<file path="config.mk">
export PLATFORM = sky130hd
export DESIGN_NAME = laser_particle_detect
export DESIGN_NICKNAME = d
export VERILOG_FILES = /design/src/common/laser_ctrl_pkg.sv /design/src/common/laser_data_pkg.sv /design/src/common/filter_result_if.sv /design/src/common/ds_sample_if.sv /design/src/design/laser_particle_detect.sv /design/src/design/acc_event_stats.sv /design/src/acc_flag/acc_flag_generate.sv /design/src/particle_filter/particle_filter.sv /design/src/downsample/uniform_downsample.sv
export SDC_FILE = /design/constraint.sdc
export NUM_CORES = 1
export LEC_CHECK = 0
export ABC_CLOCK_PERIOD_IN_PS = 9700
export BUFFER_PORTS_ARGS = -buffer_cell sky130_fd_sc_hd__buf_2
export CELL_PAD_IN_SITES_DETAIL_PLACEMENT = 0
export CELL_PAD_IN_SITES_GLOBAL_PLACEMENT = 1
export CORE_AREA = 3 3 184 186
export CTS_CLUSTER_SIZE = 8
export DETAILED_ROUTE_END_ITERATION = 6
export DIE_AREA = 0 0 187 189
export PLACE_DENSITY_LB_ADDON = 0.1
export SETUP_SLACK_MARGIN = 0.15
export SYNTH_ARGS = -nofsm -noshare
export SYNTH_HDL_FRONTEND = slang
export SYNTH_SLANG_ARGS = --single-unit
</file>
<file path="constraint.sdc">
create_clock -name clk_i -period 9.7 [get_ports clk_i]
set_clock_uncertainty 0.15 [all_clocks]
set_input_delay 1.455 -clock clk_i [delete_from_list [all_inputs] [get_ports clk_i]]
set_output_delay 1.455 -clock clk_i [all_outputs]
set_load 0.02 [all_outputs]
</file>
<file path="src/common/laser_ctrl_pkg.sv">
package laser_ctrl_pkg;

    //////////////////////////////
    // result sources
    //////////////////////////////

    // pre track, current threshold, cache rise
    localparam int N_SRC     = 3;

    // bit positions in the source vectors
    localparam int SRC_PRE   = 0;
    localparam int SRC_CURR  = 1;
    localparam int SRC_CACHE = 2;

    // one bit per source, widened results and counter inputs
    typedef logic [N_SRC-1:0] src_vec_t;

    // set bit drops that source from the accumulated result
    typedef logic [N_SRC-1:0] bypass_t;

    //////////////////////////////
    // configuration defaults
    //////////////////////////////

    // no thinning until software loads a ratio
    localparam int unsigned DEFAULT_RATIO = 1;

endpackage

</file>
<file path="src/common/laser_data_pkg.sv">
package laser_data_pkg;

    //////////////////////////////
    // data path widths
    //////////////////////////////

    // adc sample width
    localparam int SAMPLE_W  = 16;
    // threshold width, same scale as a sample
    localparam int THRE_W    = 16;
    // widening length, in kept samples
    localparam int WIDTH_W   = 16;
    // downsample ratio
    localparam int RATIO_W   = 16;
    // per-track event counters
    localparam int EVT_CNT_W = 32;

    //////////////////////////////
    // data path types
    //////////////////////////////

    // one laser sample, unsigned
    typedef logic [SAMPLE_W-1:0]  sample_t;
    // absolute or rise threshold
    typedef logic [THRE_W-1:0]    thre_t;
    // number of kept samples a hit is stretched over
    typedef logic [WIDTH_W-1:0]   width_t;
    // keep one sample out of this many
    typedef logic [RATIO_W-1:0]   ratio_t;
    // rising edge count within one track
    typedef logic [EVT_CNT_W-1:0] evt_cnt_t;

endpackage
</file>
<file path="src/common/filter_result_if.sv">
`timescale 1ns/100ps

interface filter_result_if;

    import laser_data_pkg::*;

    // valid-only strobe, no back-pressure
    logic    vld;
    sample_t data;
    // verdicts of the three sources
    logic    pre_hit;
    logic    curr_hit;
    logic    cache_hit;
    // track start tag passed along
    logic    first;

    modport source (
        output vld, output data, output pre_hit,
        output curr_hit, output cache_hit, output first
    );
    modport sink (
        input  vld, input  data, input  pre_hit,
        input  curr_hit, input  cache_hit, input  first
    );

endinterface

</file>
<file path="src/common/ds_sample_if.sv">
`timescale 1ns/100ps

interface ds_sample_if;

    import laser_data_pkg::*;

    // one-cycle strobe per kept sample
    logic    vld;
    // kept sample
    sample_t data;
    // previous track verdict seen with this raw sample
    logic    pre_hit;
    // first kept sample since the track start edge
    logic    first;

    modport source (output vld, output data, output pre_hit, output first);
    modport sink   (input  vld, input  data, input  pre_hit, input  first);

endinterface

</file>
<file path="src/design/laser_particle_detect.sv">
`timescale 1ns/100ps

module laser_particle_detect (
    input  logic                     clk_i,
    input  logic                     reset_i,

    // downsample setup
    input  laser_data_pkg::ratio_t   ds_ratio_i,
    input  logic                     ds_ratio_en_i,

    // current track stream
    input  logic                     laser_start_i,
    input  logic                     laser_vld_i,
    input  laser_data_pkg::sample_t  laser_data_i,
    input  logic                     pre_track_result_i,

    // detection setup
    input  laser_data_pkg::thre_t    curr_thre_i,
    input  laser_data_pkg::thre_t    cache_thre_i,
    input  laser_data_pkg::width_t   detect_width_i,
    input  laser_ctrl_pkg::bypass_t  particle_acc_bypass_i,
    input  logic                     acc_defect_en_i,

    // accumulated result stream
    output logic                     filter_acc_vld_o,
    output laser_data_pkg::sample_t  filter_acc_data_o,
    output logic                     filter_acc_result_o,
    output logic                     acc_pre_result_o,
    output logic                     acc_curr_result_o,
    output logic                     acc_cache_result_o,

    // per-track statistics
    output laser_data_pkg::evt_cnt_t acc_result_cnt_o,
    output laser_data_pkg::evt_cnt_t pre_widen_cnt_o,
    output laser_data_pkg::evt_cnt_t curr_widen_cnt_o,
    output laser_data_pkg::evt_cnt_t cache_widen_cnt_o
);

    import laser_ctrl_pkg::*;

    // widened source bits, aligned with filter_acc_vld_o
    src_vec_t widen;

    ds_sample_if     ds_bus ();
    filter_result_if res_bus ();

    //////////////////////////////
    // stage 1, thinning
    //////////////////////////////

    uniform_downsample i_downsample (
        .clk_i              (clk_i),
        .reset_i            (reset_i),
        .ds_ratio_i         (ds_ratio_i),
        .ds_ratio_en_i      (ds_ratio_en_i),
        .laser_start_i      (laser_start_i),
        .laser_vld_i        (laser_vld_i),
        .laser_data_i       (laser_data_i),
        .pre_track_result_i (pre_track_result_i),
        .ds_o               (ds_bus.source)
    );

    //////////////////////////////
    // stage 2, threshold tests
    //////////////////////////////

    particle_filter i_filter (
        .clk_i        (clk_i),
        .reset_i      (reset_i),
        .curr_thre_i  (curr_thre_i),
        .cache_thre_i (cache_thre_i),
        .ds_i         (ds_bus.sink),
        .res_o        (res_bus.source)
    );

    //////////////////////////////
    // stage 3, widen and combine
    //////////////////////////////

    acc_flag_generate i_acc_flag (
        .clk_i                 (clk_i),
        .reset_i               (reset_i),
        .detect_width_i        (detect_width_i),
        .particle_acc_bypass_i (particle_acc_bypass_i),
        .acc_defect_en_i       (acc_defect_en_i),
        .res_i                 (res_bus.sink),
        .widen_o               (widen),
        .acc_vld_o             (filter_acc_vld_o),
        .acc_data_o            (filter_acc_data_o),
        .acc_result_o          (filter_acc_result_o)
    );

    // edge counters on the stage 3 stream
    acc_event_stats i_stats (
        .clk_i         (clk_i),
        .reset_i       (reset_i),
        .laser_start_i (laser_start_i),
        .vld_i         (filter_acc_vld_o),
        .acc_result_i  (filter_acc_result_o),
        .widen_i       (widen),
        .acc_cnt_o     (acc_result_cnt_o),
        .pre_cnt_o     (pre_widen_cnt_o),
        .curr_cnt_o    (curr_widen_cnt_o),
        .cache_cnt_o   (cache_widen_cnt_o)
    );

    assign acc_pre_result_o   = widen[SRC_PRE];
    assign acc_curr_result_o  = widen[SRC_CURR];
    assign acc_cache_result_o = widen[SRC_CACHE];

endmodule

</file>
<file path="src/design/acc_event_stats.sv">
`timescale 1ns/100ps

module acc_event_stats (
    input  logic                      clk_i,
    input  logic                      reset_i,
    input  logic                      laser_start_i,
    input  logic                      vld_i,
    input  logic                      acc_result_i,
    input  laser_ctrl_pkg::src_vec_t  widen_i,
    output laser_data_pkg::evt_cnt_t  acc_cnt_o,
    output laser_data_pkg::evt_cnt_t  pre_cnt_o,
    output laser_data_pkg::evt_cnt_t  curr_cnt_o,
    output laser_data_pkg::evt_cnt_t  cache_cnt_o
);

    import laser_data_pkg::*;
    import laser_ctrl_pkg::*;

    // widened sources in the low bits, accumulated result on top
    logic [N_SRC:0] ev_in;
    logic [N_SRC:0] ev_prev_q;
    logic [N_SRC:0] ev_rise;
    evt_cnt_t       cnt_q [N_SRC+1];
    logic           start_d_q;
    logic           start_rise;

    assign ev_in      = {acc_result_i, widen_i};
    // compared against the last valid sample, not the last cycle
    assign ev_rise    = ev_in & ~ev_prev_q;
    assign start_rise = laser_start_i & ~start_d_q;

    //////////////////////////////
    // edge counters
    //////////////////////////////

    always_ff @(posedge clk_i) begin
        if (reset_i) begin
            start_d_q <= 1'b0;
            ev_prev_q <= '0;
            for (int i = 0; i <= N_SRC; i++) begin
                cnt_q[i] <= '0;
            end
        end else begin
            start_d_q <= laser_start_i;
            // new track, a high first sample counts as an edge
            if (start_rise) begin
                ev_prev_q <= '0;
                for (int i = 0; i <= N_SRC; i++) begin
                    cnt_q[i] <= '0;
                end
            end else if (vld_i) begin
                ev_prev_q <= ev_in;
                // counting only inside the track
                if (laser_start_i) begin
                    for (int i = 0; i <= N_SRC; i++) begin
                        if (ev_rise[i]) begin
                            cnt_q[i] <= cnt_q[i] + evt_cnt_t'(1);
                        end
                    end
                end
            end
        end
    end

    assign acc_cnt_o   = cnt_q[N_SRC];
    assign pre_cnt_o   = cnt_q[SRC_PRE];
    assign curr_cnt_o  = cnt_q[SRC_CURR];
    assign cache_cnt_o = cnt_q[SRC_CACHE];

endmodule

</file>
<file path="src/acc_flag/acc_flag_generate.sv">
`timescale 1ns/100ps

module acc_flag_generate (
    input  logic                     clk_i,
    input  logic                     reset_i,
    input  laser_data_pkg::width_t   detect_width_i,
    input  laser_ctrl_pkg::bypass_t  particle_acc_bypass_i,
    input  logic                     acc_defect_en_i,
    filter_result_if.sink            res_i,
    output laser_ctrl_pkg::src_vec_t widen_o,
    output logic                     acc_vld_o,
    output laser_data_pkg::sample_t  acc_data_o,
    output logic                     acc_result_o
);

    import laser_data_pkg::*;
    import laser_ctrl_pkg::*;

    // effective window, zero taken as one
    width_t   width_eff;
    // kept samples left in each source window
    width_t   rem_q    [N_SRC];
    width_t   rem_next [N_SRC];
    src_vec_t hit_vec;
    src_vec_t widen_next;
    logic     acc_next;

    assign width_eff = (detect_width_i == '0) ? width_t'(1) : detect_width_i;

    // source order as in laser_ctrl_pkg
    assign hit_vec[SRC_PRE]   = res_i.pre_hit;
    assign hit_vec[SRC_CURR]  = res_i.curr_hit;
    assign hit_vec[SRC_CACHE] = res_i.cache_hit;

    //////////////////////////////
    // window counters
    //////////////////////////////

    // hit reloads the window
    // first sample drops what is left of the last track
    // otherwise one step down per kept sample
    always_comb begin
        for (int s = 0; s < N_SRC; s++) begin
            if (hit_vec[s]) begin
                rem_next[s] = width_eff;
            end else if (res_i.first) begin
                rem_next[s] = '0;
            end else if (rem_q[s] != '0) begin
                rem_next[s] = rem_q[s] - width_t'(1);
            end else begin
                rem_next[s] = '0;
            end
            widen_next[s] = (rem_next[s] != '0);
        end
    end

    // unbypassed sources only, then the global enable
    assign acc_next = acc_defect_en_i & (|(widen_next & ~particle_acc_bypass_i));

    //////////////////////////////
    // registered results
    //////////////////////////////

    always_ff @(posedge clk_i) begin
        if (reset_i) begin
            for (int s = 0; s < N_SRC; s++) begin
                rem_q[s] <= '0;
            end
            widen_o      <= '0;
            acc_vld_o    <= 1'b0;
            acc_result_o <= 1'b0;
        end else begin
            acc_vld_o <= res_i.vld;
            // state only moves on kept samples
            if (res_i.vld) begin
                for (int s = 0; s < N_SRC; s++) begin
                    rem_q[s] <= rem_next[s];
                end
                widen_o      <= widen_next;
                acc_result_o <= acc_next;
            end
        end
    end

    // sample payload
    always_ff @(posedge clk_i) begin
        if (res_i.vld) begin
            acc_data_o <= res_i.data;
        end
    end

endmodule

</file>
<file path="src/particle_filter/particle_filter.sv">
`timescale 1ns/100ps

module particle_filter (
    input  logic                  clk_i,
    input  logic                  reset_i,
    input  laser_data_pkg::thre_t curr_thre_i,
    input  laser_data_pkg::thre_t cache_thre_i,
    ds_sample_if.sink             ds_i,
    filter_result_if.source       res_o
);

    import laser_data_pkg::*;

    // last kept sample, base of the rise test
    sample_t           prev_q;
    // prev plus threshold, one extra bit so it cannot wrap
    logic [SAMPLE_W:0] rise_lim;
    logic              curr_hit;
    logic              cache_hit;

    //////////////////////////////
    // threshold tests
    //////////////////////////////

    // absolute level test
    assign curr_hit  = ds_i.data > curr_thre_i;

    assign rise_lim  = {1'b0, prev_q} + {1'b0, cache_thre_i};
    // prev_q belongs to the last track on a first sample
    assign cache_hit = ~ds_i.first & ({1'b0, ds_i.data} > rise_lim);

    //////////////////////////////
    // registered verdicts
    //////////////////////////////

    always_ff @(posedge clk_i) begin
        if (reset_i) begin
            res_o.vld       <= 1'b0;
            res_o.pre_hit   <= 1'b0;
            res_o.curr_hit  <= 1'b0;
            res_o.cache_hit <= 1'b0;
            res_o.first     <= 1'b0;
        end else begin
            res_o.vld <= ds_i.vld;
            // verdicts held between strobes
            if (ds_i.vld) begin
                res_o.pre_hit   <= ds_i.pre_hit;
                res_o.curr_hit  <= curr_hit;
                res_o.cache_hit <= cache_hit;
                res_o.first     <= ds_i.first;
            end
        end
    end

    // sample payload and rise base
    always_ff @(posedge clk_i) begin
        if (ds_i.vld) begin
            res_o.data <= ds_i.data;
            prev_q     <= ds_i.data;
        end
    end

endmodule

</file>
<file path="src/downsample/uniform_downsample.sv">
`timescale 1ns/100ps

module uniform_downsample (
    input  logic                    clk_i,
    input  logic                    reset_i,
    input  laser_data_pkg::ratio_t  ds_ratio_i,
    input  logic                    ds_ratio_en_i,
    input  logic                    laser_start_i,
    input  logic                    laser_vld_i,
    input  laser_data_pkg::sample_t laser_data_i,
    input  logic                    pre_track_result_i,
    ds_sample_if.source             ds_o
);

    import laser_data_pkg::*;
    import laser_ctrl_pkg::*;

    ratio_t ratio_q;
    ratio_t keep_cnt_q;
    ratio_t cnt_base;
    logic   start_d_q;
    logic   start_rise;
    logic   first_pend_q;
    logic   keep;

    //////////////////////////////
    // ratio register
    //////////////////////////////

    // zero is taken as one
    always_ff @(posedge clk_i) begin
        if (reset_i) begin
            ratio_q <= ratio_t'(DEFAULT_RATIO);
        end else if (ds_ratio_en_i) begin
            ratio_q <= (ds_ratio_i == '0) ? ratio_t'(1) : ds_ratio_i;
        end
    end

    //////////////////////////////
    // keep counter
    //////////////////////////////

    assign start_rise = laser_start_i & ~start_d_q;
    // a start edge restarts the count in the same cycle
    assign cnt_base   = start_rise ? '0 : keep_cnt_q;
    // keep on count zero, first valid after the edge included
    assign keep       = laser_vld_i & (cnt_base == '0);

    always_ff @(posedge clk_i) begin
        if (reset_i) begin
            start_d_q    <= 1'b0;
            keep_cnt_q   <= '0;
            first_pend_q <= 1'b0;
        end else begin
            start_d_q <= laser_start_i;
            // counts valid samples only, wraps at ratio-1
            // >= also covers a ratio shrunk mid count
            if (laser_vld_i) begin
                if (cnt_base >= ratio_q - ratio_t'(1)) begin
                    keep_cnt_q <= '0;
                end else begin
                    keep_cnt_q <= cnt_base + ratio_t'(1);
                end
            end else if (start_rise) begin
                keep_cnt_q <= '0;
            end
            // first tag waits for the first kept sample
            if (keep) begin
                first_pend_q <= 1'b0;
            end else if (start_rise) begin
                first_pend_q <= 1'b1;
            end
        end
    end

    //////////////////////////////
    // output stage
    //////////////////////////////

    always_ff @(posedge clk_i) begin
        if (reset_i) begin
            ds_o.vld     <= 1'b0;
            ds_o.pre_hit <= 1'b0;
            ds_o.first   <= 1'b0;
        end else begin
            ds_o.vld <= keep;
            if (keep) begin
                ds_o.pre_hit <= pre_track_result_i;
                ds_o.first   <= start_rise | first_pend_q;
            end
        end
    end

    // sample payload
    always_ff @(posedge clk_i) begin
        if (keep) begin
            ds_o.data <= laser_data_i;
        end
    end

endmodule

</file>
Word level (Yosys, flattened, before mapping)
Memories as Yosys holds them, arrays and structs flattened.
Index checks and enable logic that the tools add are counted.

operators by class
  add/subtract/negate cells = 10
  $mul = 0
  divide/modulo/power cells = 0
  magnitude comparators = 3
  equal/unequal tests = 0
  shifts and indexed selects = 0
  muxes and demuxes = 57
  bitwise logic cells = 22
  reductions and logical operators = 12

operator list
  cell                   count
  $mux 16                17
  $mux 32                8
  $add 32x1->32 const B  4
  $reduce_bool 16->1     6
  $sub 16x1->16 const B  4
  $logic_not 16->1       3
  $mux 1                 32
  $add 16x16->17         1
  $gt 16x17->1           1
  $add 16x1->16 const B  1
  $ge 16x16->1           1
  $gt 16x16->1           1
  $or 1x1->1             12
  $and 1x1->1            4
  $and 4x4->4            1
  $not 4->4              1
  $reduce_or 2->1        2
  $and 3x3->3            1
  $not 3->3              1
  $reduce_or 3->1        1
  $not 1->1              2

storage, ports and cells
  flip-flop bits (word level) = 99
  latch bits = 0
  RAM bits = 176
  ROM bits = 0
  memories = 2

memory list
  memory            depth  bits a word  read ports  clocked after memory_dff  write ports  line                     text
  i_stats.cnt_q     4      32           4           0                         4            acc_event_stats.sv:23    evt_cnt_t cnt_q [N_SRC+1];
  i_acc_flag.rem_q  3      16           3           0                         3            acc_flag_generate.sv:22  width_t rem_q [N_SRC];

Longest topological paths before layout
  depth in word-level cells = 9
  mapped depth = 17
  mapped depth without buffers = 16

By module
From an unflattened synthesis, not the netlist that was laid out.

unflattened totals
  cell total of the unflattened synthesis = 1593
  area total of the unflattened synthesis = 15921.5 µm²

by module, submodules not included
  module              instances  cells each  area each (µm²)  sequential area each (µm²)
  acc_event_stats     1          668         6819.0           3623.5
  acc_flag_generate   1          416         4186.5           2021.9
  uniform_downsample  1          285         2762.6           1221.2
  particle_filter     1          224         2153.3           580.6

Least setup slack after synthesis
OpenSTA, ideal clock, no wires.

  kind = in2reg
  start = in cache_thre_i[0]
  end = reg i_filter.res_o.cache_hit
  data arrival time = 4295 ps
  required time = 9458 ps
  path slack = 5163 ps
  stages = 16
  buffers on the path = 0
  cells stage by stage = ha_1 fa_1 a21oi_1 o21ai_1 a21oi_1 o21ai_1 a41o_1 o41a_1 a31oi_1 xor2_1 ha_1 nand4_1 nor2_1 a21oi_1 o21ai_0 o32ai_1

on the way
  longest elaborated chain between the ends = 3

RTL lines
  item                line                         text
  start: declaration  laser_particle_detect.sv:19  input laser_data_pkg::thre_t cache_thre_i,
  $add 16x16->17      particle_filter.sv:28        assign rise_lim = {1'b0, prev_q} + {1'b0, cache_thre_i};
  $gt 16x17->1        particle_filter.sv:30        assign cache_hit = ~ds_i.first & ({1'b0, ds_i.data} > rise_lim);
  $and 1x1->1         particle_filter.sv:30
  end: declaration    filter_result_if.sv:19       output curr_hit, output cache_hit, output first

No other way between the ends.
A chain may end at the register's enable or synchronous reset.

Worst setup path after layout
Same ends and word-level chain as after synthesis.

==> reports/qor.csv <==
stage;metric;value;unit
sta;setup_slack;5210;ps
placed_design;hpwl;28.1;mm
logic_synthesis;synth-main-ff-cell;edfxtp_1;
logic_synthesis;synthesis.nets;1732;
logic_synthesis;ys_ff_latch;275;
detailed_routing;drt_wl_total;38.9;mm
clock_tree;cts_buffers;40;
logic_synthesis;synth_edf_count;192;
grt;grt_max_degree;49;
grt;grt_pass1_wl;62.9;mm
clock_tree;postCtsHoldBufs;0;
setup_path;worstSetupEndpointType;register;
power;ir_drop;115;uV
sta;fmax;0.223;GHz
die;die_h;189;um
sta;slew_violations;0;
power;p_per_area;166;nW/um^2
sta;rsz0062_at_grt;no;
placed_design;routabilityCongestion;0.833;
detailed_routing;vias_per_cell;5.44;
logic_synthesis;ys_types;74;
sta;max_slew_margin;24.8;%
setup_path;cp-start-kind;primary input;
outcome;status;finished, final reports clean;
detailed_routing;wire_per_inst;17.1;um
sta;tns;0;ps
clock_tree;clockBufferDepth;3;
placed_design;dp_slack;4750;ps
die;dieArea;35300;sq um
die;die_x;187;um
clock_tree;ctsResizeCount;0;
clock_tree;cts_root_buffer;clkbuf_16;
setup_path;crit_arrival;4770;ps
detailed_routing;drc;0;
clock_tree;h-tree-depth;2;
clock_tree;tritoncts;yes;
grt;antenna_found_initial;1;
die;fp.coreArea;32500;sq um
grt;grt_pass1_vias;12100;
detailed_routing;num_vias;12400;
cells_and_area;layout_common_cells;nor2_1, buf_2, edfxtp_1;
die;start_util;47.6;%
setup_path;critPathRequiredTime;9980;ps
sta;finalCritPeriodShare;46.3;%
detailed_routing;dr.pass1.iters;5;
grt;globalRouteOverflowTotal;0;
sta;tightest_slew;1130;ps
placed_design;portBuffers;238;
die;io-pin-count;239;
die;rows;66;
clock_tree;post_cts_buffers;0;
placed_design;place_area;17100;sq um
hold_path;hold_class;reg -> reg;
logic_synthesis;synth_cells;1564;
cells_and_area;layout_commonest_cell;nor2_1;
sta;hold_viol;0;
logic_synthesis;synthArstFlopShare;0;%
logic_synthesis;syn_area;15500;sq um
cells_and_area;nets;1970;
logic_synthesis;ys_warn_count;0;
flow_run;maxCapViolCount;0;
clock_tree;clock-sinks;275;
sta;finalSetupViolCount;0;
detailed_routing;ant_nets;0;
logic_synthesis;synth.avg_cell_area;9.89;sq um
cells_and_area;area_growth_syn_to_layout;18.1;%
setup_path;crit_type;in -> reg;
setup_path;worstPathMaxFanout;3;
cells_and_area;design_area;18300;sq um
cells_and_area;drive_above_1_share;17.0;%
detailed_routing;drt_iter0_drc;721;
sta;min_period;4490;ps
power;cellLeakagePower;7.30;nW
clock_tree;clkLatencyLatePin;520;ps
clock_tree;cts.reportedPaths.clkPinSlew;50;ps
grt;grt_usage;21.5;%
logic_synthesis;yosysSeqAreaShare;48.0;%
==> metal layers <==
metal  global-route usage, %  up-vias  part of all wire, %
met5                       0        -                0.033
met2                    35.6      347                   46
met1                    29.2     5806                   45
met3                    3.83       80                  6.4
met4                    6.02        2                  2.4
li1                        -     6117                    -
==> stage by stage <==
step | utilization (%) | power [mW] | hold slack, ps | cells
6_report | 56.3 | 3.03 | 298 | 2271
5_1_grt | 56.3 | 3.17 | 301 | 2270
4_1_cts | 56.3 | 3.07 | 294 | 2270
3_5_place_dp | 52.6 | 1.75 | 282 | 2202
3_3_place_gp | 52.6 | 1.74 | 281 | 2202
2_1_floorplan | - | 1.63 | 276 | 1564
==> sequential cells by signal, summed over array words and instances, names as in the netlist, 3 cells and up <==
name / cells
i_acc_flag.widen_o: 3
i_acc_flag.rem_q: 48
i_stats.ev_prev_q: 4
i_stats.cnt_q: 128
i_downsample.keep_cnt_q: 16
i_filter.prev_q: 16
i_acc_flag.acc_data_o: 16
i_downsample.ratio_q: 16
i_downsample.ds_o.data: 16
==> critical path, cell delays in order <==
cell	delay (ps)
buf_2	110
ha_1	210
fa_1	420
a21oi_1	160
o21ai_1	110
a21oi_1	200
o21ai_1	120
a41o_1	270
o41a_1	380
xnor2_1	150
ha_1	300
nand4_1	130
nor2_1	170
o31ai_1	90
o211ai_1	110
a31oi_1	110
o32ai_1	280
==> report_power, final <==
part	switching (mW)	leakage [nW]	internal, mW
registers	0.0589	2.67	1.31
logic	0.211	4.07	0.143
clock network	0.500	0.560	0.803
total	0.771	7.30	2.26
==> path summary, 6_finish.rpt <==
path                             start                  endpoint  slack [ps]  cells past startpoint
min          i_downsample.ds_o.data[0]        i_filter.prev_q[0]         300                      0
min reg2reg  i_downsample.ds_o.data[0]        i_filter.prev_q[0]         300                      0
max reg2reg         i_filter.prev_q[0]  i_filter.res_o.cache_hit        5820                     16
max                    cache_thre_i[0]  i_filter.res_o.cache_hit        5210                     17
==> cell type report <==
| cell class | instances | area [sq um] |
|---|---|---|
| inverter | 58 | 218 |
| clock buffer | 67 | 1150 |
| clock inverter | 1 | 16.3 |
| tap | 442 | 553 |
| antenna | 1 | 2.50 |
| sequential | 275 | 7430 |
| timing repair buffer | 248 | 1270 |
| fill | 3013 | 14200 |
| multi-input combinational | 1179 | 7620 |
==> cell usage after synthesis (42+ instances only) <==
master      n  area [sq um]
edfxtp_1  192          5770
xnor2_1    79           692
inv_1      58           218
nand4_1    45           282
ha_1       77           963
dfxtp_1    83          1660
nor3_1     42           210
xor2_1     99           867
nand2_1   101           379
a21oi_1    62           310
nand3_1    47           235
nor2_1    269          1010
==> logic make-up (layout without fill, tap and decap cells) <==
family	after synthesis	count (layout)	synth area share [%]
AND/OR/NAND/NOR	684	684	21.9
flip-flops	275	275	48.0
AO/OA/AOI/OAI	214	214	9.25
XOR/XNOR	178	178	10.1
buffers and inverters	110	374	2.72
adder cells (fa/ha/maj)	78	78	6.36
multiplexers	25	25	1.63
other	0	1	0
Note: power is estimated with default switching activity, not from simulation.
